**src/logic/mext_params.svh**
```systemverilog
`ifndef MEXT_PARAMS_SVH
`define MEXT_PARAMS_SVH

// reorder buffer size, sets tag and flush mask widths
`define ROB_LEN 16

// --------------------------------------------------
// RV32M funct3 codes, bit 2 set means divide
// --------------------------------------------------
`define MUL    3'b000
`define MULH   3'b001
`define MULHSU 3'b010
`define MULHU  3'b011
`define DIV    3'b100
`define DIVU   3'b101
`define REM    3'b110
`define REMU   3'b111

`endif

```
**src/logic/mext_pkg.sv**
```systemverilog
`include "mext_params.svh"

package mext_pkg;

    typedef logic [31:0] word_t;                       // operand or result
    typedef logic [$clog2(`ROB_LEN)-1:0] rob_idx_t;    // rob slot
    typedef logic [6:0] preg_t;                        // physical dest reg
    typedef logic [`ROB_LEN-1:0] flush_mask_t;         // one bit per rob slot

    // values track funct3 so the issue field maps straight across
    typedef enum logic [2:0] {
        OP_MUL    = `MUL,
        OP_MULH   = `MULH,
        OP_MULHSU = `MULHSU,
        OP_MULHU  = `MULHU,
        OP_DIV    = `DIV,
        OP_DIVU   = `DIVU,
        OP_REM    = `REM,
        OP_REMU   = `REMU
    } mext_op_e;

endpackage

```
**src/logic/mext_if.sv**
```systemverilog
interface mext_if;
    import mext_pkg::*;

    // issue side, from controller
    logic     req_valid;
    mext_op_e op;
    word_t    src_a;
    word_t    src_b;
    rob_idx_t tag;
    preg_t    rd;
    logic     kill;        // one cycle, drops the op in flight

    // unit side
    logic     req_ready;   // high while idle
    logic     done;        // one cycle pulse, no back-pressure
    word_t    result;
    rob_idx_t done_tag;
    preg_t    done_rd;

    modport ctrl (
        output req_valid, op, src_a, src_b, tag, rd, kill,
        input  req_ready, done, result, done_tag, done_rd
    );

    modport unit (
        input  req_valid, op, src_a, src_b, tag, rd, kill,
        output req_ready, done, result, done_tag, done_rd
    );

endinterface

```
**src/logic/booth_mul_unit.sv**
```systemverilog
module booth_mul_unit (
    input  logic clk,
    input  logic rst,
    mext_if.unit link
);
    import mext_pkg::*;

    typedef enum logic {IDLE, CALC} state_e;

    state_e      state, state_nx;
    logic [3:0]  count;
    logic        accept;
    logic        last;          // final iteration this cycle

    logic [35:0] mcand;         // extended multiplicand from issue
    logic [32:0] mplier;        // extended multiplier from issue
    logic [35:0] mcand_r;
    mext_op_e    op_r;
    rob_idx_t    tag_r;
    preg_t       rd_r;

    logic [35:0] m1, m2, m3, m4, addend;
    logic [69:0] product;       // acc(36) | multiplier(33) | phantom(1)
    logic [69:0] sum, product_sh;

    assign accept = link.req_valid && link.req_ready;
    assign last   = (state == CALC) && (count == 4'd10);

    // --------------------------------------------------
    // control
    // --------------------------------------------------
    always_comb begin
        unique case (state)
            IDLE:    state_nx = link.req_valid ? CALC : IDLE;
            CALC:    state_nx = (link.kill || last) ? IDLE : CALC;
        endcase
    end

    always_ff @(posedge clk) begin
        if (rst) begin
            state <= IDLE;
            count <= 4'd0;
        end else begin
            state <= state_nx;
            count <= (state == CALC && state_nx == CALC) ? count + 4'd1 : 4'd0;
        end
    end

    // --------------------------------------------------
    // operand extension by op
    // --------------------------------------------------
    always_comb begin
        case (link.op)
            OP_MULHU: mcand = {4'b0, link.src_a};
            default:  mcand = {{4{link.src_a[31]}}, link.src_a};
        endcase
        case (link.op)
            OP_MULHU, OP_MULHSU: mplier = {1'b0, link.src_b};
            default:             mplier = {link.src_b[31], link.src_b};
        endcase
    end

    // booth multiples, 36 bits keeps the sign of 4x
    assign m1 = mcand_r;
    assign m2 = mcand_r << 1;
    assign m3 = m2 + m1;
    assign m4 = mcand_r << 2;

    always_comb begin
        unique case (product[3:0])     // three multiplier bits plus the one below
            4'b0000, 4'b1111: addend = 36'b0;
            4'b0001, 4'b0010: addend = m1;
            4'b0011, 4'b0100: addend = m2;
            4'b0101, 4'b0110: addend = m3;
            4'b0111:          addend = m4;
            4'b1000:          addend = -m4;
            4'b1001, 4'b1010: addend = -m3;
            4'b1011, 4'b1100: addend = -m2;
            4'b1101, 4'b1110: addend = -m1;
        endcase
        sum        = {product[69:34] + addend, product[33:0]};
        product_sh = {{3{sum[69]}}, sum[69:3]};    // arithmetic shift by 3
    end

    always_ff @(posedge clk) begin
        if (accept) begin
            product <= {36'b0, mplier, 1'b0};
            mcand_r <= mcand;
            op_r    <= link.op;
            tag_r   <= link.tag;
            rd_r    <= link.rd;
        end else if (state == CALC) begin
            product <= product_sh;
        end
    end

    // result comes off the shifter, the register still holds the prior step
    assign link.req_ready = (state == IDLE);
    assign link.done      = last && !link.kill;
    assign link.result    = (op_r == OP_MUL) ? product_sh[32:1] : product_sh[64:33];
    assign link.done_tag  = tag_r;
    assign link.done_rd   = rd_r;

    // iteration count never runs past the final step
    assert property (@(posedge clk) disable iff (rst)
        (state == CALC) |-> (count <= 4'd10));

endmodule

```
**src/logic/restoring_div_unit.sv**
```systemverilog
module restoring_div_unit (
    input  logic clk,
    input  logic rst,
    mext_if.unit link
);
    import mext_pkg::*;

    typedef enum logic [1:0] {IDLE, CALC, FIX} state_e;

    state_e      state, state_nx;
    logic [4:0]  count;
    logic        accept;

    logic        signed_op;
    logic        rem_op;
    logic [31:0] abs_a, abs_b;

    logic [32:0] rem_r;          // partial remainder
    logic [31:0] quo_r;          // dividend shifts out, quotient shifts in
    logic [31:0] dvsr_r;
    logic        neg_q_r;
    logic        neg_r_r;
    logic        rem_op_r;
    rob_idx_t    tag_r;
    preg_t       rd_r;

    logic [32:0] rem_sh;
    logic [33:0] diff;

    assign accept    = link.req_valid && link.req_ready;
    assign signed_op = (link.op == OP_DIV) || (link.op == OP_REM);
    assign rem_op    = (link.op == OP_REM) || (link.op == OP_REMU);
    assign abs_a     = (signed_op && link.src_a[31]) ? -link.src_a : link.src_a;
    assign abs_b     = (signed_op && link.src_b[31]) ? -link.src_b : link.src_b;

    // --------------------------------------------------
    // control
    // --------------------------------------------------
    always_comb begin
        case (state)
            IDLE:    state_nx = link.req_valid ? CALC : IDLE;
            CALC: begin
                if (link.kill)
                    state_nx = IDLE;
                else
                    state_nx = (count == 5'd31) ? FIX : CALC;
            end
            default: state_nx = IDLE;      // fix-up is a single cycle
        endcase
    end

    always_ff @(posedge clk) begin
        if (rst) begin
            state <= IDLE;
            count <= 5'd0;
        end else begin
            state <= state_nx;
            count <= (state == CALC && state_nx == CALC) ? count + 5'd1 : 5'd0;
        end
    end

    // --------------------------------------------------
    // shift-subtract datapath
    // --------------------------------------------------
    assign rem_sh = {rem_r[31:0], quo_r[31]};
    assign diff   = {1'b0, rem_sh} - {2'b0, dvsr_r};

    always_ff @(posedge clk) begin
        if (accept) begin
            rem_r    <= 33'b0;
            quo_r    <= abs_a;
            dvsr_r   <= abs_b;
            // a zero divisor must leave the all-ones quotient alone
            neg_q_r  <= signed_op && (link.src_a[31] ^ link.src_b[31]) && (link.src_b != 0);
            neg_r_r  <= signed_op && link.src_a[31];
            rem_op_r <= rem_op;
            tag_r    <= link.tag;
            rd_r     <= link.rd;
        end else if (state == CALC) begin
            if (!diff[33]) begin        // fits, keep the difference
                rem_r <= diff[32:0];
                quo_r <= {quo_r[30:0], 1'b1};
            end else begin              // restore
                rem_r <= rem_sh;
                quo_r <= {quo_r[30:0], 1'b0};
            end
        end
    end

    // sign fix-up during FIX, min/-1 falls out of the unsigned core
    always_comb begin
        if (rem_op_r)
            link.result = neg_r_r ? -rem_r[31:0] : rem_r[31:0];
        else
            link.result = neg_q_r ? -quo_r : quo_r;
    end

    assign link.req_ready = (state == IDLE);
    assign link.done      = (state == FIX) && !link.kill;
    assign link.done_tag  = tag_r;
    assign link.done_rd   = rd_r;

    assert property (@(posedge clk) disable iff (rst)
        (count != 5'd0) |-> !link.req_ready);

endmodule

```
**src/logic/mext_ctrl.sv**
```systemverilog
module mext_ctrl (
    input  logic                  clk,
    input  logic                  rst,
    input  logic                  in_valid,
    output logic                  in_ready,
    input  mext_pkg::mext_op_e    funct3,
    input  mext_pkg::word_t       rs1_data,
    input  mext_pkg::word_t       rs2_data,
    input  mext_pkg::rob_idx_t    in_rob_idx,
    input  mext_pkg::preg_t       in_rd,
    input  logic                  mispredict,
    input  mext_pkg::flush_mask_t flush_mask,
    output logic                  out_valid,
    output mext_pkg::rob_idx_t    out_rob_idx,
    output mext_pkg::preg_t       out_rd,
    output mext_pkg::word_t       out_data,
    mext_if.ctrl                  mul_link,
    mext_if.ctrl                  div_link
);
    import mext_pkg::*;

    logic       to_div;
    logic [1:0] accept, finish, kill;     // index 0 mul, 1 div
    logic [1:0] busy_r;
    rob_idx_t   busy_tag_r [2];

    logic       hold_valid_r;
    rob_idx_t   hold_tag_r;
    preg_t      hold_rd_r;
    word_t      hold_data_r;
    logic       hold_flushed;

    // --------------------------------------------------
    // issue steering
    // --------------------------------------------------
    assign to_div   = funct3[2];
    assign in_ready = !mispredict && (to_div ? div_link.req_ready : mul_link.req_ready);

    assign mul_link.req_valid = in_valid && in_ready && !to_div;
    assign div_link.req_valid = in_valid && in_ready && to_div;
    assign mul_link.op    = funct3;
    assign mul_link.src_a = rs1_data;
    assign mul_link.src_b = rs2_data;
    assign mul_link.tag   = in_rob_idx;
    assign mul_link.rd    = in_rd;
    assign div_link.op    = funct3;
    assign div_link.src_a = rs1_data;
    assign div_link.src_b = rs2_data;
    assign div_link.tag   = in_rob_idx;
    assign div_link.rd    = in_rd;

    // --------------------------------------------------
    // busy tracking and flush
    // --------------------------------------------------
    assign accept = {div_link.req_valid && div_link.req_ready,
                     mul_link.req_valid && mul_link.req_ready};
    assign finish = {div_link.done, mul_link.done};

    always_comb begin
        for (int i = 0; i < 2; i++)
            kill[i] = busy_r[i] && mispredict && flush_mask[busy_tag_r[i]];
    end

    assign mul_link.kill = kill[0];
    assign div_link.kill = kill[1];

    always_ff @(posedge clk) begin
        for (int i = 0; i < 2; i++) begin
            if (rst)
                busy_r[i] <= 1'b0;
            else if (accept[i])
                busy_r[i] <= 1'b1;
            else if (finish[i] || kill[i])
                busy_r[i] <= 1'b0;
            if (accept[i])
                busy_tag_r[i] <= in_rob_idx;
        end
    end

    // --------------------------------------------------
    // writeback merge, mul wins a tie
    // --------------------------------------------------
    always_ff @(posedge clk) begin
        if (rst)
            hold_valid_r <= 1'b0;
        else
            hold_valid_r <= mul_link.done && div_link.done;    // drains next cycle
    end

    always_ff @(posedge clk) begin
        if (mul_link.done && div_link.done) begin
            hold_tag_r  <= div_link.done_tag;
            hold_rd_r   <= div_link.done_rd;
            hold_data_r <= div_link.result;
        end
    end

    assign hold_flushed = mispredict && flush_mask[hold_tag_r];

    always_comb begin
        out_valid   = 1'b0;
        out_rob_idx = mul_link.done_tag;
        out_rd      = mul_link.done_rd;
        out_data    = mul_link.result;
        if (hold_valid_r) begin
            out_valid   = !hold_flushed;
            out_rob_idx = hold_tag_r;
            out_rd      = hold_rd_r;
            out_data    = hold_data_r;
        end else if (mul_link.done) begin
            out_valid   = 1'b1;
        end else if (div_link.done) begin
            out_valid   = 1'b1;
            out_rob_idx = div_link.done_tag;
            out_rd      = div_link.done_rd;
            out_data    = div_link.result;
        end
    end

    // the drain cycle is never contested by a fresh result
    assert property (@(posedge clk) disable iff (rst)
        hold_valid_r |-> !mul_link.done && !div_link.done);

    assert property (@(posedge clk) disable iff (rst)
        mul_link.kill |-> !mul_link.req_ready);
    assert property (@(posedge clk) disable iff (rst)
        div_link.kill |-> !div_link.req_ready);

endmodule

```
**src/logic/mext_cluster.sv**
```systemverilog
module mext_cluster (
    input  logic                  clk,
    input  logic                  rst,
    input  logic                  in_valid,
    output logic                  in_ready,
    input  mext_pkg::mext_op_e    funct3,
    input  mext_pkg::word_t       rs1_data,
    input  mext_pkg::word_t       rs2_data,
    input  mext_pkg::rob_idx_t    in_rob_idx,
    input  mext_pkg::preg_t       in_rd,
    input  logic                  mispredict,
    input  mext_pkg::flush_mask_t flush_mask,
    output logic                  out_valid,
    output mext_pkg::rob_idx_t    out_rob_idx,
    output mext_pkg::preg_t       out_rd,
    output mext_pkg::word_t       out_data
);

    mext_if mul_link ();    // ctrl to booth multiplier
    mext_if div_link ();    // ctrl to restoring divider

    mext_ctrl ctrl_i (.*);

    booth_mul_unit mul_i (
        .clk  (clk),
        .rst  (rst),
        .link (mul_link)
    );

    restoring_div_unit div_i (
        .clk  (clk),
        .rst  (rst),
        .link (div_link)
    );

endmodule

```
**config.mk**
```make
export PLATFORM = sky130hd
export DESIGN_NAME = mext_cluster
export DESIGN_NICKNAME = d
export VERILOG_FILES = /design/src/logic/mext_pkg.sv /design/src/logic/mext_if.sv /design/src/logic/booth_mul_unit.sv /design/src/logic/restoring_div_unit.sv /design/src/logic/mext_ctrl.sv /design/src/logic/mext_cluster.sv
export VERILOG_INCLUDE_DIRS = /design/src /design/src/logic
export SDC_FILE = /design/constraint.sdc
export NUM_CORES = 1
export LEC_CHECK = 0
export ABC_AREA = 1
export CAP_MARGIN = 10
export CELL_PAD_IN_SITES_DETAIL_PLACEMENT = 1
export CELL_PAD_IN_SITES_GLOBAL_PLACEMENT = 2
export CORE_MARGIN = 1
export CORE_UTILIZATION = 40
export CTS_CLUSTER_SIZE = 24
export DETAILED_ROUTE_END_ITERATION = 8
export DONT_BUFFER_PORTS = 1
export PLACE_DENSITY_LB_ADDON = 0.1
export SLEW_MARGIN = 5
export SYNTH_ARGS = -nofsm -noshare
export SYNTH_HDL_FRONTEND = slang
export SYNTH_SLANG_ARGS = --single-unit
```
**constraint.sdc**
```tcl
create_clock -name clk -period 14.2 [get_ports clk]
set_clock_uncertainty 0.2 [all_clocks]
set_input_delay 2.84 -clock clk [delete_from_list [all_inputs] [get_ports clk]]
set_output_delay 2.84 -clock clk [all_outputs]
set_load 0.02 [all_outputs]
```
==> impl_summary.log, run 1 <==
[metrics] run status: finished clean
[metrics] final global-route overflow total: 0
[metrics] fin crit period: 9780 ps
[metrics] post-placement worst setup slack: roughly 4600 ps
[metrics] Worst EP required: around 11000 ps
[metrics] maximum fanout count along the critical path: 9
[metrics] synthesis-to-finish area growth: 8.32%
[metrics] Clk Latency, worst-skew pair: around 580 ps
[metrics] share of synthesized flip-flops with an asynchronous set or reset: 0%
[metrics] vias after detailed routing: roughly 25000
[metrics] # IOs: 143
[metrics] clock buffer count from CTS: 37
[metrics] setup repair after global routing missed its margin: false
[metrics] maximum count of clock buffers along a single path: 3
[metrics] standard-cell row count: a little under 90
[metrics] number of cells produced by synthesis: between 3000 and 4000
[metrics] power density over the cells: between 100 and 150 nW/um^2
[metrics] slew at the pin closest to its max-slew limit: about 1100 ps
[metrics] wire length per cell: ~24 um
[metrics] Detailed Place HPWL: slightly above 80 mm
[metrics] sinks on the clock net: 282
[metrics] top library cells by usage in the layout, fill and taps aside: nand2_1, inv_1, nor2_1
[metrics] number of standard cells in the final layout excluding fillers: about 4300
[metrics] mapped cell area: 24200 um^2
[metrics] wire length reported by the detailed router: 102 mm
[metrics] peak clock frequency supported by timing: roughly 100 MHz
[metrics] routability congestion estimate from global placement: ~0.96
[metrics] starting density of the core: roughly 40%
[metrics] dpl cells: 4182
[metrics] antenna violations before repair: 2
[metrics] post-synthesis cell type count: 64
[metrics] number of enable flip-flop cells after synthesis: 201
[metrics] Post-Synthesis Mean Instance Area: ~7 um^2
[metrics] area occupied by multi-input gates: approximately 14000 um^2
[metrics] net count after synthesis: approximately 3700
[metrics] P_leak: between 10 and 15 nW
[metrics] final number of hold-violating endpoints: 0
[metrics] post-synth top area cell: edfxtp_1
[metrics] area fraction in compound gates after synthesis: 19.3%
[metrics] top flip-flop cell by instance count after synthesis: edfxtp_1
[metrics] total of endpoints with negative setup slack in the final report: 0
[metrics] cell at the root of the clock tree: clkbuf_16
[metrics] Detailed Route Iter0 Violations: ~1800
[metrics] area of the core: 59400 um^2
[metrics] depth of the worst register-to-register path: 28
[metrics] fraction of the yosys area taken by sequential cells: roughly a third
[metrics] Post CTS Setup Buffer Count: 0
[metrics] final worst setup slack: approximately 4400 ps
[metrics] H-tree lvl count: 2
[metrics] Arrival @ worst endpoint: ~6700 ps
[metrics] quantity of I/O buffers inserted on ports: 0
[metrics] Die Y-Extent: roughly 250 um
[metrics] fraction of synthesized area in multiplexers: less than 1%
[metrics] leading cell types by total area after synthesis: edfxtp_1, nand2_1, inv_1
[metrics] Critical R2R Launch: mul_i.m1[17]$_DFFE_PP_
[metrics] basic-gate share of the synthesized area counting and, or, nand and nor cells: between 20% and 30%
[metrics] Clock Pin Slew Worst Setup and Hold Paths: about 60 ps
[metrics] combined global-route utilization of all metal layers: roughly 33%
[metrics] residual DRC count: 0
[metrics] maximum number of pins on one net before global-route repair: ~70
[metrics] category of the worst setup path launch point: flop
[metrics] Post-DRT Antenna Nets: 0
[metrics] hold-fix buffers at CTS: 0
[metrics] origin of the worst setup path: mul_i.m1[0]$_DFFE_PP_
[metrics] Worst setup EP type: output port
[metrics] Max-slew headroom: between 20% and 30%
[metrics] share of Yosys cell area claimed by the top area cell type: between 20% and 30%
[metrics] layout net count: 3690
[metrics] PostCTS Resize Cnt: 0
[metrics] die span in x: 248 um
[metrics] flip-flop and latch count after synthesis: ~280
[metrics] Pre-Repair DR Iteration Count: 5
[metrics] post-route cell area: 26200 um^2
[metrics] maximum VDD drop: between 0.1 and 0.15 mV
[metrics] Critical path destination: out_data[12]
[metrics] setup slack of the worst register-to-register path: roughly 8000 ps
[metrics] endpoint of the lowest-slack register-to-register path: mul_i.product[66]$_SDFFE_PP0P_
[metrics] final setup TNS: 0 ps
[metrics] area occupied by registers: between 7000 and 8000 um^2
[metrics] most common cell after layout, fill and taps aside: nand2_1
[metrics] number of inserted filler cells in the final layout: about 7700
[metrics] global-route wire length before repair: 153 mm
[metrics] adder-cell share of the synthesized area: under 10%
[metrics] CP Class: reg2out
[metrics] post-synthesis share of cell area spent on xor and xnor gates: between 5 and 6%
[metrics] number of max-capacitance violations reported: 0
[metrics] Die Area: 61400 um^2
[metrics] CTS tree: done
[metrics] combinational family with the most area after synthesis: simple AND/OR/NAND/NOR gates
[metrics] final clock period utilization by the worst path: between 60% and 70%
[metrics] placed instance area: roughly 25000 um^2
[metrics] number of pins with negative max-slew slack in the final report: 0
[metrics] YS warnings: 0
[metrics] via count of the first global-routing pass: approximately 25000
[metrics] share of post-route cells with drive strength above 1: ~4.6%
[metrics] vias per std cell: a little under 6
[metrics] class of the worst hold path: reg2reg
[where the power goes]
| group | switching, W | internal (W) |
|---|---|---|
| Sequential | 0.000124 | 0.000998 |
| Combinational | 0.00131 | 0.000555 |
| Clock | 0.000400 | 0.000529 |
[worst max-delay path, stage by stage (launching register included)]
cell and delay, ps:
edfxtp_1 560, ha_1 340, fa_1 480, nand3_1 170
nand3_2 140, nand2_1 90, nand2_1 130, nor2_1 260
nand3_2 160, nand3_1 120, o21ai_0 80, or4_1 490
ha_1 410, nand2_1 80, o21ai_1 400, a21oi_1 210
o21ai_0 470, xor2_1 310, nand2_1 210, o211ai_1 210
o21ai_0 130, o21ai_0 700
[stage by stage]
| step | utilization [%] | hold slack (ps) | power, W |
|---|---|---|---|
| 4_1_cts | 44.1 | 261 | 0.00392 |
| 3_5_place_dp | 42.1 | 239 | 0.00297 |
| 5_1_grt | 44.1 | 273 | 0.00416 |
| 2_1_floorplan | - | 218 | 0.00236 |
| 6_report | 44.1 | 256 | 0.00392 |
| 3_3_place_gp | 42.1 | 224 | 0.00294 |
[synthesized netlist by cell type (all sizes together) (3+ instances only)]
master / number
a2111oi: 5
a211oi: 7
a21boi: 5
a21o: 8
a21oi: 213
a221oi: 18
a22o: 31
a22oi: 4
a31oi: 18
a32o: 5
and3: 6
buf: 18
clkbuf: 86
clkinv: 7
dfxtp: 81
edfxtp: 201
fa: 3
ha: 140
inv: 483
nand2: 832
nand3: 197
nand3b: 13
nand4: 45
nor2: 323
nor3: 63
nor4: 17
o2111ai: 13
o211ai: 38
o21a: 8
o21ai: 324
o21bai: 7
o221ai: 9
o22ai: 72
o311ai: 3
o31ai: 4
or2: 8
xnor2: 32
xor2: 120
[how the worst min path moves through the flow]
stage | from | to | slack [ps] | depth (start not counted)
4_1_cts | div_i.link.done_rd[5]$_DFFE_PP_ | ctrl_i.hold_rd_r[5]$_DFFE_PP_ | 260 | 0
5_1_grt | div_i.link.done_rd[5]$_DFFE_PP_ | ctrl_i.hold_rd_r[5]$_DFFE_PP_ | 270 | 0
3_5_place_dp | div_i.link.done_rd[1]$_DFFE_PP_ | ctrl_i.hold_rd_r[1]$_DFFE_PP_ | 240 | 0
2_1_floorplan | div_i.count[0]$_SDFF_PP0_ | div_i.count[0]$_SDFF_PP0_ | 220 | 1
6_report | div_i.count[0]$_SDFF_PP0_ | div_i.count[0]$_SDFF_PP0_ | 260 | 1
3_3_place_gp | div_i.count[0]$_SDFF_PP0_ | div_i.count[0]$_SDFF_PP0_ | 220 | 1
[final cells by class]
cell class	count	area share, %
inverter	490	7.02
antenna	1	0.00956
multi-input combinational	2604	54.6
clock inverter	14	0.497
clock buffer	54	3.94
timing repair buffer	34	0.975
tap	773	3.69
sequential	282	29.3
[cells by family (layout without fill, tap and decap cells)]
| logic type | count (synthesis) | in the layout |
|---|---|---|
| AND/OR/NAND/NOR | 1509 | 1509 |
| AO/OA/AOI/OAI | 799 | 799 |
| buffers and inverters | 594 | 592 |
| flip-flops | 282 | 282 |
| XOR/XNOR | 152 | 152 |
| adder cells (fa/ha/maj) | 143 | 143 |
| multiplexers | 1 | 1 |
| other | 0 | 1 |
[routing by layer]
layer,wire [um],vias to the layer above,part of all wire [%],GRT usage (%)
li1,-,11700,-,-
met2,50200,693,49,57.8
met1,41700,11900,41,40.0
met5,0,-,0,0
met4,5080,0,5.0,15.2
met3,5140,203,5.0,3.87
[flip-flops by register name, summed over array words and instances, names as in the netlist, 2 cells and up]
signal               cells
ctrl_i.hold_tag_r        4
mul_i.product           67
mul_i.link.done_tag      4
div_i.state              2
div_i.link.done_rd       7
mul_i.link.done_rd       7
mul_i.op_r               3
div_i.quo_r             32
ctrl_i.busy_tag_r        4
div_i.count              5
div_i.rem_r             32
div_i.dvsr_r            32
mul_i.m1                33
ctrl_i.hold_rd_r         7
ctrl_i.hold_data_r      32
mul_i.count              4
ctrl_i.busy_r            2
No activity file was read; power rests on OpenSTA's default activity.
==> run 2: changes to the inputs <==
--- a/config.mk
+++ b/config.mk
@@ -11,7 +11,7 @@
 export CELL_PAD_IN_SITES_DETAIL_PLACEMENT = 1
 export CELL_PAD_IN_SITES_GLOBAL_PLACEMENT = 2
 export CORE_MARGIN = 1
-export CORE_UTILIZATION = 40
+export CORE_UTILIZATION = 38
 export CTS_CLUSTER_SIZE = 24
 export DETAILED_ROUTE_END_ITERATION = 8
 export DONT_BUFFER_PORTS = 1
==> constraint.sdc (replaced) <==
create_clock -name clk -period 9.3 [get_ports clk]
set_clock_uncertainty 0.2 [all_clocks]
set_input_delay 1.86 -clock clk [delete_from_list [all_inputs] [get_ports clk]]
set_output_delay 1.86 -clock clk [all_outputs]
set_load 0.02 [all_outputs]
==> impl_summary.log, run 2 (synthesis results as in run 1) <==
[metrics] dpl cells: 4256 (+1.8%)
[metrics] P_leak: 11.6 nW (about the same)
[metrics] largest register by flop count: mul_i.product
[metrics] area occupied by registers: 7660 um^2 (unchanged)
[metrics] category of the worst setup path launch point: flop
[metrics] die span in x: 254 um (+2.6%)
[metrics] final clock period utilization by the worst path: between 90% and 100%
[metrics] Critical R2R Launch: mul_i.m1[0]$_DFFE_PP_
[metrics] Die Y-Extent: 254 um (+2.6%)
[metrics] fin crit period: roughly 8900 ps
[metrics] via count of the first global-routing pass: 25100 (+0.91%)
[metrics] # IOs: 143 (unchanged)
[metrics] wire length reported by the detailed router: 103 mm (+1.0%)
[metrics] layout net count: 3689 (-0.027%)
[metrics] worst hold margin: 247 ps (-9.16 ps)
[metrics] cell at the root of the clock tree: clkbuf_16
[metrics] Clk Latency, worst-skew pair: 590 ps (about the same)
[metrics] CTS tree: done
[metrics] final setup TNS: 0 ps (unchanged)
[metrics] slew at the pin closest to its max-slew limit: 1250 ps (+130 ps)
[metrics] quantity of I/O buffers inserted on ports: 0 (unchanged)
[metrics] Critical path destination: out_data[16]
[metrics] standard-cell row count: 92 (+3.4%)
[metrics] total of endpoints with negative setup slack in the final report: 0 (unchanged)
[metrics] run status: finished clean
[metrics] Die Area: 64600 um^2 (+5.2%)
[metrics] Detailed Place HPWL: 83.4 mm (+1.6%)
[metrics] maximum number of pins on one net before global-route repair: 69 (+1.5%)
[metrics] Arrival @ worst endpoint: 6850 ps (+110 ps)
[metrics] endpoint of the lowest-slack register-to-register path: mul_i.product[66]$_SDFFE_PP0P_
[metrics] starting density of the core: 38.4% (-2.3 points)
[metrics] area occupied by multi-input gates: 14300 um^2 (unchanged)
[metrics] maximum count of clock buffers along a single path: 3 (unchanged)
[metrics] combined global-route utilization of all metal layers: 31.7% (-1.2 points)
[metrics] residual DRC count: 0 (unchanged)
[metrics] top library cells by usage in the layout, fill and taps aside: nand2_1, inv_1, nor2_1
[metrics] H-tree lvl count: 2 (unchanged)
[metrics] Post-DRT Antenna Nets: 0 (unchanged)
[metrics] wire length per cell: 23.9 um (-0.65%)
[metrics] final global-route overflow total: 0 (unchanged)
[metrics] global-route wire length before repair: 154 mm (+0.97%)
[metrics] final number of hold-violating endpoints: 0 (unchanged)
[metrics] depth of the worst register-to-register path: 29 (+3.6%)
[metrics] power density over the cells: 229 nW/um^2 (+53%)
[metrics] max reg flops: 67 (unchanged)
[metrics] vias per std cell: 5.67 (-1.7%)
[metrics] routability congestion estimate from global placement: 0.929 (-3.3%)
[metrics] Max-slew headroom: 15.5% (-8.8 points)
[metrics] setup repair after global routing missed its margin: false
[metrics] Detailed Route Iter0 Violations: 1794 (+2.4%)
[metrics] peak clock frequency supported by timing: between 100 and 150 MHz
[metrics] synthesis-to-finish area growth: 8.88%
[metrics] most common cell after layout, fill and taps aside: nand2_1
[metrics] Pre-Repair DR Iteration Count: 5 (unchanged)
[metrics] Worst setup EP type: output port
[metrics] class of the worst hold path: reg2reg
[metrics] clock buffer count from CTS: 36 (-2.7%)
[metrics] antenna violations before repair: 2 (unchanged)
[metrics] Post CTS Setup Buffer Count: 0 (unchanged)
[metrics] origin of the worst setup path: mul_i.m1[0]$_DFFE_PP_
[metrics] sinks on the clock net: 282 (unchanged)
[metrics] number of inserted filler cells in the final layout: 8093 (+5.6%)
[metrics] number of standard cells in the final layout excluding fillers: 4323 (+1.7%)
[metrics] maximum fanout count along the critical path: 9 (unchanged)
[metrics] CP Class: reg2out
[metrics] number of pins with negative max-slew slack in the final report: 0 (unchanged)
[metrics] Clock Pin Slew Worst Setup and Hold Paths: 60 ps (about the same)
[metrics] area of the core: 63000 um^2 (+6.1%)
[metrics] maximum VDD drop: 0.226 mV (+120%)
[metrics] share of post-route cells with drive strength above 1: 4.55% (-0.055 points)
[metrics] setup slack of the worst register-to-register path: 3110 ps (-5020 ps)
[metrics] number of max-capacitance violations reported: 0 (unchanged)
[metrics] vias after detailed routing: 24500 (-0.10%)
[metrics] Worst EP required: 7240 ps (-3920 ps)
[run 2: changes by cell type in the layout (fill, tap and decap cells not counted), sizes merged]
cell	change
bufinv	+2
clkbuf	-7
clkinv	+3
[run 2: stage by stage]
step	util [%]	worst slack (ps)	power [W]	instance area (um^2)
after floorplan	-	2310	0.00360	24200
after global placement	39.9	818	0.00453	25100
after detailed placement	39.9	935	0.00458	25100
after CTS	41.8	274	0.00606	26300
after global routing	41.8	118	0.00642	26300
final	41.8	395	0.00604	26300
[run 2: worst max-delay path: stages, from the launching register on]
cell and delay [ps]:
edfxtp_1 600, ha_1 370, fa_1 510, xnor2_1 350, nand3_1 210, nor2_2 170, nand2_1 150, nor2_4 150
nand2_2 120, nor3_4 200, nand2_2 120, nor2_4 140, nand2_1 70, nand3_1 80, o21ai_0 80, nor2_1 110
nand2_1 120, ha_1 430, nand2_1 180, nor2_1 270, nand2_1 90, o21ai_1 440, xor2_1 370, nand2_1 140
o211ai_1 120, o21ai_1 80, o21ai_0 600
[run 2: layer usage]
layer  GRT usage, %  routed length (um)  up-vias
met2           55.7               50800      558
met4           14.3                4800        0
met1           38.6               42900    12000
met3           3.94                4570      198
li1               -                   -    11700
met5              0                   0        -
[run 2: repair_timing]
action	in CTS	in global routing
hold buffers	0	0
endpoints found under the setup margin	0	3
resized for setup	0	3
[run 2: layout make-up]
class,instances,share of cell area (%)
tap,846,4.02
multi-input combinational,2604,54.3
clock inverter,19,0.927
timing repair buffer,34,0.970
antenna,1,0.00951
sequential,282,29.1
clock buffer,47,3.66
inverter,490,6.99
[run 2: worst min path at each step]
stage | start | slack [ps] | cells past startpoint | end
after global routing | div_i.link.done_rd[3]$_DFFE_PP_ | 260 | 0 | ctrl_i.hold_rd_r[3]$_DFFE_PP_
after floorplan | div_i.count[0]$_SDFF_PP0_ | 220 | 1 | div_i.count[0]$_SDFF_PP0_
after CTS | div_i.count[0]$_SDFF_PP0_ | 250 | 1 | div_i.count[0]$_SDFF_PP0_
after global placement | div_i.count[0]$_SDFF_PP0_ | 230 | 1 | div_i.count[0]$_SDFF_PP0_
final | div_i.count[0]$_SDFF_PP0_ | 250 | 1 | div_i.count[0]$_SDFF_PP0_
after detailed placement | div_i.count[0]$_SDFF_PP0_ | 240 | 1 | div_i.count[0]$_SDFF_PP0_
[run 2: power breakdown]
| group | internal (W) | switching, W | leakage, nW |
|---|---|---|---|
| Sequential | 0.00152 | 0.000189 | 2.51 |
| Combinational | 0.000853 | 0.00201 | 8.54 |
| Clock | 0.000833 | 0.000629 | 0.584 |
| Total | 0.00321 | 0.00283 | 11.6 |
==> run 3: changes to the inputs <==
--- a/config.mk
+++ b/config.mk
@@ -11,7 +11,7 @@
 export CELL_PAD_IN_SITES_DETAIL_PLACEMENT = 1
 export CELL_PAD_IN_SITES_GLOBAL_PLACEMENT = 2
 export CORE_MARGIN = 1
-export CORE_UTILIZATION = 38
+export CORE_UTILIZATION = 40
 export CTS_CLUSTER_SIZE = 24
 export DETAILED_ROUTE_END_ITERATION = 8
 export DONT_BUFFER_PORTS = 1
==> constraint.sdc (replaced) <==
create_clock -name clk -period 10.3 [get_ports clk]
set_clock_uncertainty 0.2 [all_clocks]
set_input_delay 2.06 -clock clk [delete_from_list [all_inputs] [get_ports clk]]
set_output_delay 2.06 -clock clk [all_outputs]
set_load 0.02 [all_outputs]
==> impl_summary.log, run 3 (synthesis results as in run 1) <==
[metrics] Worst setup EP type: output port
[metrics] switching part of the total power: 46.4% (-0.45 points)
[metrics] Die Area: 61400 um^2 (-5.0%)
[metrics] class of the worst hold path: reg2reg
[metrics] dpl cells: 4182 (-1.7%)
[metrics] Switching Power: 0.00253 W (-10%)
[metrics] number of max-capacitance violations reported: 0 (unchanged)
[metrics] final number of hold-violating endpoints: 0 (unchanged)
[metrics] final worst setup slack: 960 ps (+566 ps)
[metrics] # IOs: 143 (unchanged)
[metrics] max reg flops: 67 (unchanged)
[metrics] number of standard cells in the final layout excluding fillers: 4250 (-1.7%)
[metrics] global-route wire length before repair: 152 mm (-1.4%)
[metrics] category of the worst setup path launch point: flop
[metrics] Detailed Route Iter0 Violations: 1685 (-6.1%)
[metrics] fin crit period: approximately 9300 ps
[metrics] Clock Pin Slew Worst Setup and Hold Paths: 60 ps (about the same)
[metrics] standard-cell row count: 89 (-3.3%)
[metrics] top library cells by usage in the layout, fill and taps aside: nand2_1, inv_1, nor2_1
[metrics] post-route cell area: 26300 um^2 (-0.24%)
[metrics] final global-route overflow total: 0 (unchanged)
[metrics] wire length reported by the detailed router: 102 mm (-1.3%)
[metrics] residual DRC count: 0 (unchanged)
[metrics] synthesis-to-finish area growth: 8.61%
[metrics] PostCTS Resize Cnt: 0 (unchanged)
[metrics] power density over the cells: 208 nW/um^2 (-9.3%)
[metrics] Clk Latency, worst-skew pair: 590 ps (about the same)
[metrics] peak clock frequency supported by timing: between 100 and 150 MHz
[metrics] combined buffer and inverter count along the critical path: 1 (+1)
[metrics] Post-DRT Antenna Nets: 0 (unchanged)
[metrics] CTS tree: done
[metrics] via count of the first global-routing pass: 25000 (-0.31%)
[metrics] cell at the root of the clock tree: clkbuf_16
[metrics] cell type of the slowest stage on the worst timing path: o21ai_0
[metrics] area of the core: 59400 um^2 (-5.7%)
[metrics] run status: finished clean
[metrics] Hold Path Stages: 1 (unchanged)
[metrics] placed instance area: 25000 um^2 (-0.39%)
[metrics] vias per std cell: 5.76 (+1.5%)
[metrics] CP delay by family, top: compound AO/OA/AOI/OAI gates
[metrics] Max-slew headroom: 18.7% (+3.2 points)
[metrics] Detailed Place HPWL: 82.0 mm (-1.6%)
[metrics] depth of the worst register-to-register path: 23 (-21%)
[metrics] Pre-Repair DR Iteration Count: 7 (+2)
[metrics] cell-internal power: 0.00293 W (-8.8%)
[metrics] CP Class: reg2out
[metrics] layout net count: 3689 (unchanged)
[metrics] Worst EP required: 8040 ps (+800 ps)
[metrics] maximum number of pins on one net before global-route repair: 68 (-1.4%)
[metrics] combined global-route utilization of all metal layers: 32.9% (+1.2 points)
[metrics] most common cell after layout, fill and taps aside: nand2_1
[metrics] routability congestion estimate from global placement: 0.975 (+5.0%)
[metrics] hold-fix buffers at CTS: 0 (unchanged)
[metrics] P_leak: 11.6 nW (about the same)
[metrics] number of pins with negative max-slew slack in the final report: 0 (unchanged)
[metrics] Seq pwr share: 28.3% (about the same)
[metrics] maximum fanout count along the critical path: 9 (unchanged)
[metrics] wire length per cell: 24.0 um (+0.44%)
[metrics] vias after detailed routing: 24500 (-0.18%)
[metrics] starting density of the core: 40.7% (+2.3 points)
[metrics] Clock Power Share: 24.7% (+0.5 points)
[metrics] Die Y-Extent: 248 um (-2.5%)
[metrics] share of post-route cells with drive strength above 1: 4.57% (+0.029 points)
[metrics] die span in x: 248 um (-2.5%)
[metrics] clock buffer count from CTS: 37 (+2.8%)
[metrics] post-placement worst setup slack: 1690 ps (+756 ps)
[metrics] total of endpoints with negative setup slack in the final report: 0 (unchanged)
[metrics] largest register by flop count: mul_i.product
[metrics] sinks on the clock net: 282 (unchanged)
[metrics] Critical Path Stages: 23 (-12%)
[metrics] proportion of power drawn by combinational gates: 47.0% (-0.4 points)
[metrics] slew at the pin closest to its max-slew limit: 1210 ps (-47.3 ps)
[metrics] setup repair after global routing missed its margin: false
[metrics] H-tree lvl count: 2 (unchanged)
[metrics] maximum count of clock buffers along a single path: 3 (unchanged)
[metrics] cells along the critical path: ha_1 -> fa_1 -> nand3_1 -> nand3_2 -> nand2_1 -> nand2_1 -> nand2_1 -> nand2_2 -> inv_1 -> o21ai_0 -> nand3_1 -> o21ai_0 -> or4_1 -> ha_1 -> nand2_1 -> o21ai_1 -> a21oi_1 -> o21ai_0 -> xor2_1 -> nand2_1 -> o211ai_1 -> o21ai_0 -> o21ai_0
[metrics] Post CTS Setup Buffer Count: 0 (unchanged)
[metrics] maximum VDD drop: 0.186 mV (-18%)
[metrics] Arrival @ worst endpoint: 7080 ps (+230 ps)
[metrics] quantity of I/O buffers inserted on ports: 0 (unchanged)
[metrics] antenna violations before repair: 1 (-1)
[metrics] Crit path largest cell delay: 810 ps (+210 ps)
[metrics] final setup TNS: 0 ps (unchanged)
[metrics] final clock period utilization by the worst path: around 90%
[run 3: cell types whose count changed in the layout (fill, tap and decap cells not counted), moves of 3 or more]
cell and delta:
clkbuf_16 +3, clkbuf_8 +3, clkinv_2 -4, clkinvlp_4 +4, o21ai_0 +3, o21ai_1 -3
[run 3: layout make-up]
cell class / count / area, um^2
flip-flops and latches: 282 / 7660
clock inverters: 15 / 166
well taps: 773 / 967
clock buffers: 52 / 1070
multi-input cells: 2604 / 14300
repair buffers: 33 / 248
inverters: 490 / 1840
fillers: 7679 / 33100
diodes: 1 / 2.50
[run 3: power by group through the flow]
stage	clock network [W]	logic [W]	registers (W)
after floorplan	0	0.00176	0.00149
final	0.00135	0.00256	0.00155
after global placement	0	0.00250	0.00156
after detailed placement	0	0.00254	0.00157
after CTS	0.00137	0.00255	0.00155
after global routing	0.00141	0.00282	0.00157
[run 3: worst paths after layout]
| path | startpoint | end | slack (ps) |
|---|---|---|---|
| setup reg to reg | mul_i.m1[0]$_DFFE_PP_ | mul_i.product[66]$_SDFFE_PP0P_ | 3960 |
| hold / removal | div_i.count[0]$_SDFF_PP0_ | div_i.count[0]$_SDFF_PP0_ | 250 |
| hold reg to reg | div_i.count[0]$_SDFF_PP0_ | div_i.count[0]$_SDFF_PP0_ | 250 |
| setup / recovery | mul_i.m1[0]$_DFFE_PP_ | out_data[12] | 960 |
[run 3: through the flow]
stage	hold WS, ps	total power [W]	util (%)
2_1_floorplan	218	0.00325	-
5_1_grt	257	0.00579	44.2
3_3_place_gp	228	0.00406	42.1
4_1_cts	253	0.00547	44.2
6_report	246	0.00546	44.2
3_5_place_dp	238	0.00410	42.1
[run 3: worst register-to-register path: stages (launching register included)]
cell	delay [ps]
edfxtp_1	570
ha_1	370
fa_1	530
nand3_1	170
nand3_2	140
nand3_1	100
nand3_1	200
xor2_1	280
or2_2	370
nor4_1	670
nand4_1	160
nand3_1	140
nand4_1	210
ha_1	450
nand2_1	120
nor4_1	610
o21ai_0	190
nand2_1	170
a31oi_1	110
nand3_1	170
nand2_1	60
nor2_1	110
nor2_1	50
nor2_1	100
[run 3: per-layer routing]
| metal | vias to the layer above | GRT usage [%] | share of wire (%) |
|---|---|---|---|
| met1 | 11900 | 40.4 | 42 |
| li1 | 11700 | - | - |
| met3 | 227 | 3.73 | 4.4 |
| met2 | 623 | 55.9 | 48 |
| met5 | - | 0 | 0 |
| met4 | 0 | 18.4 | 6.0 |
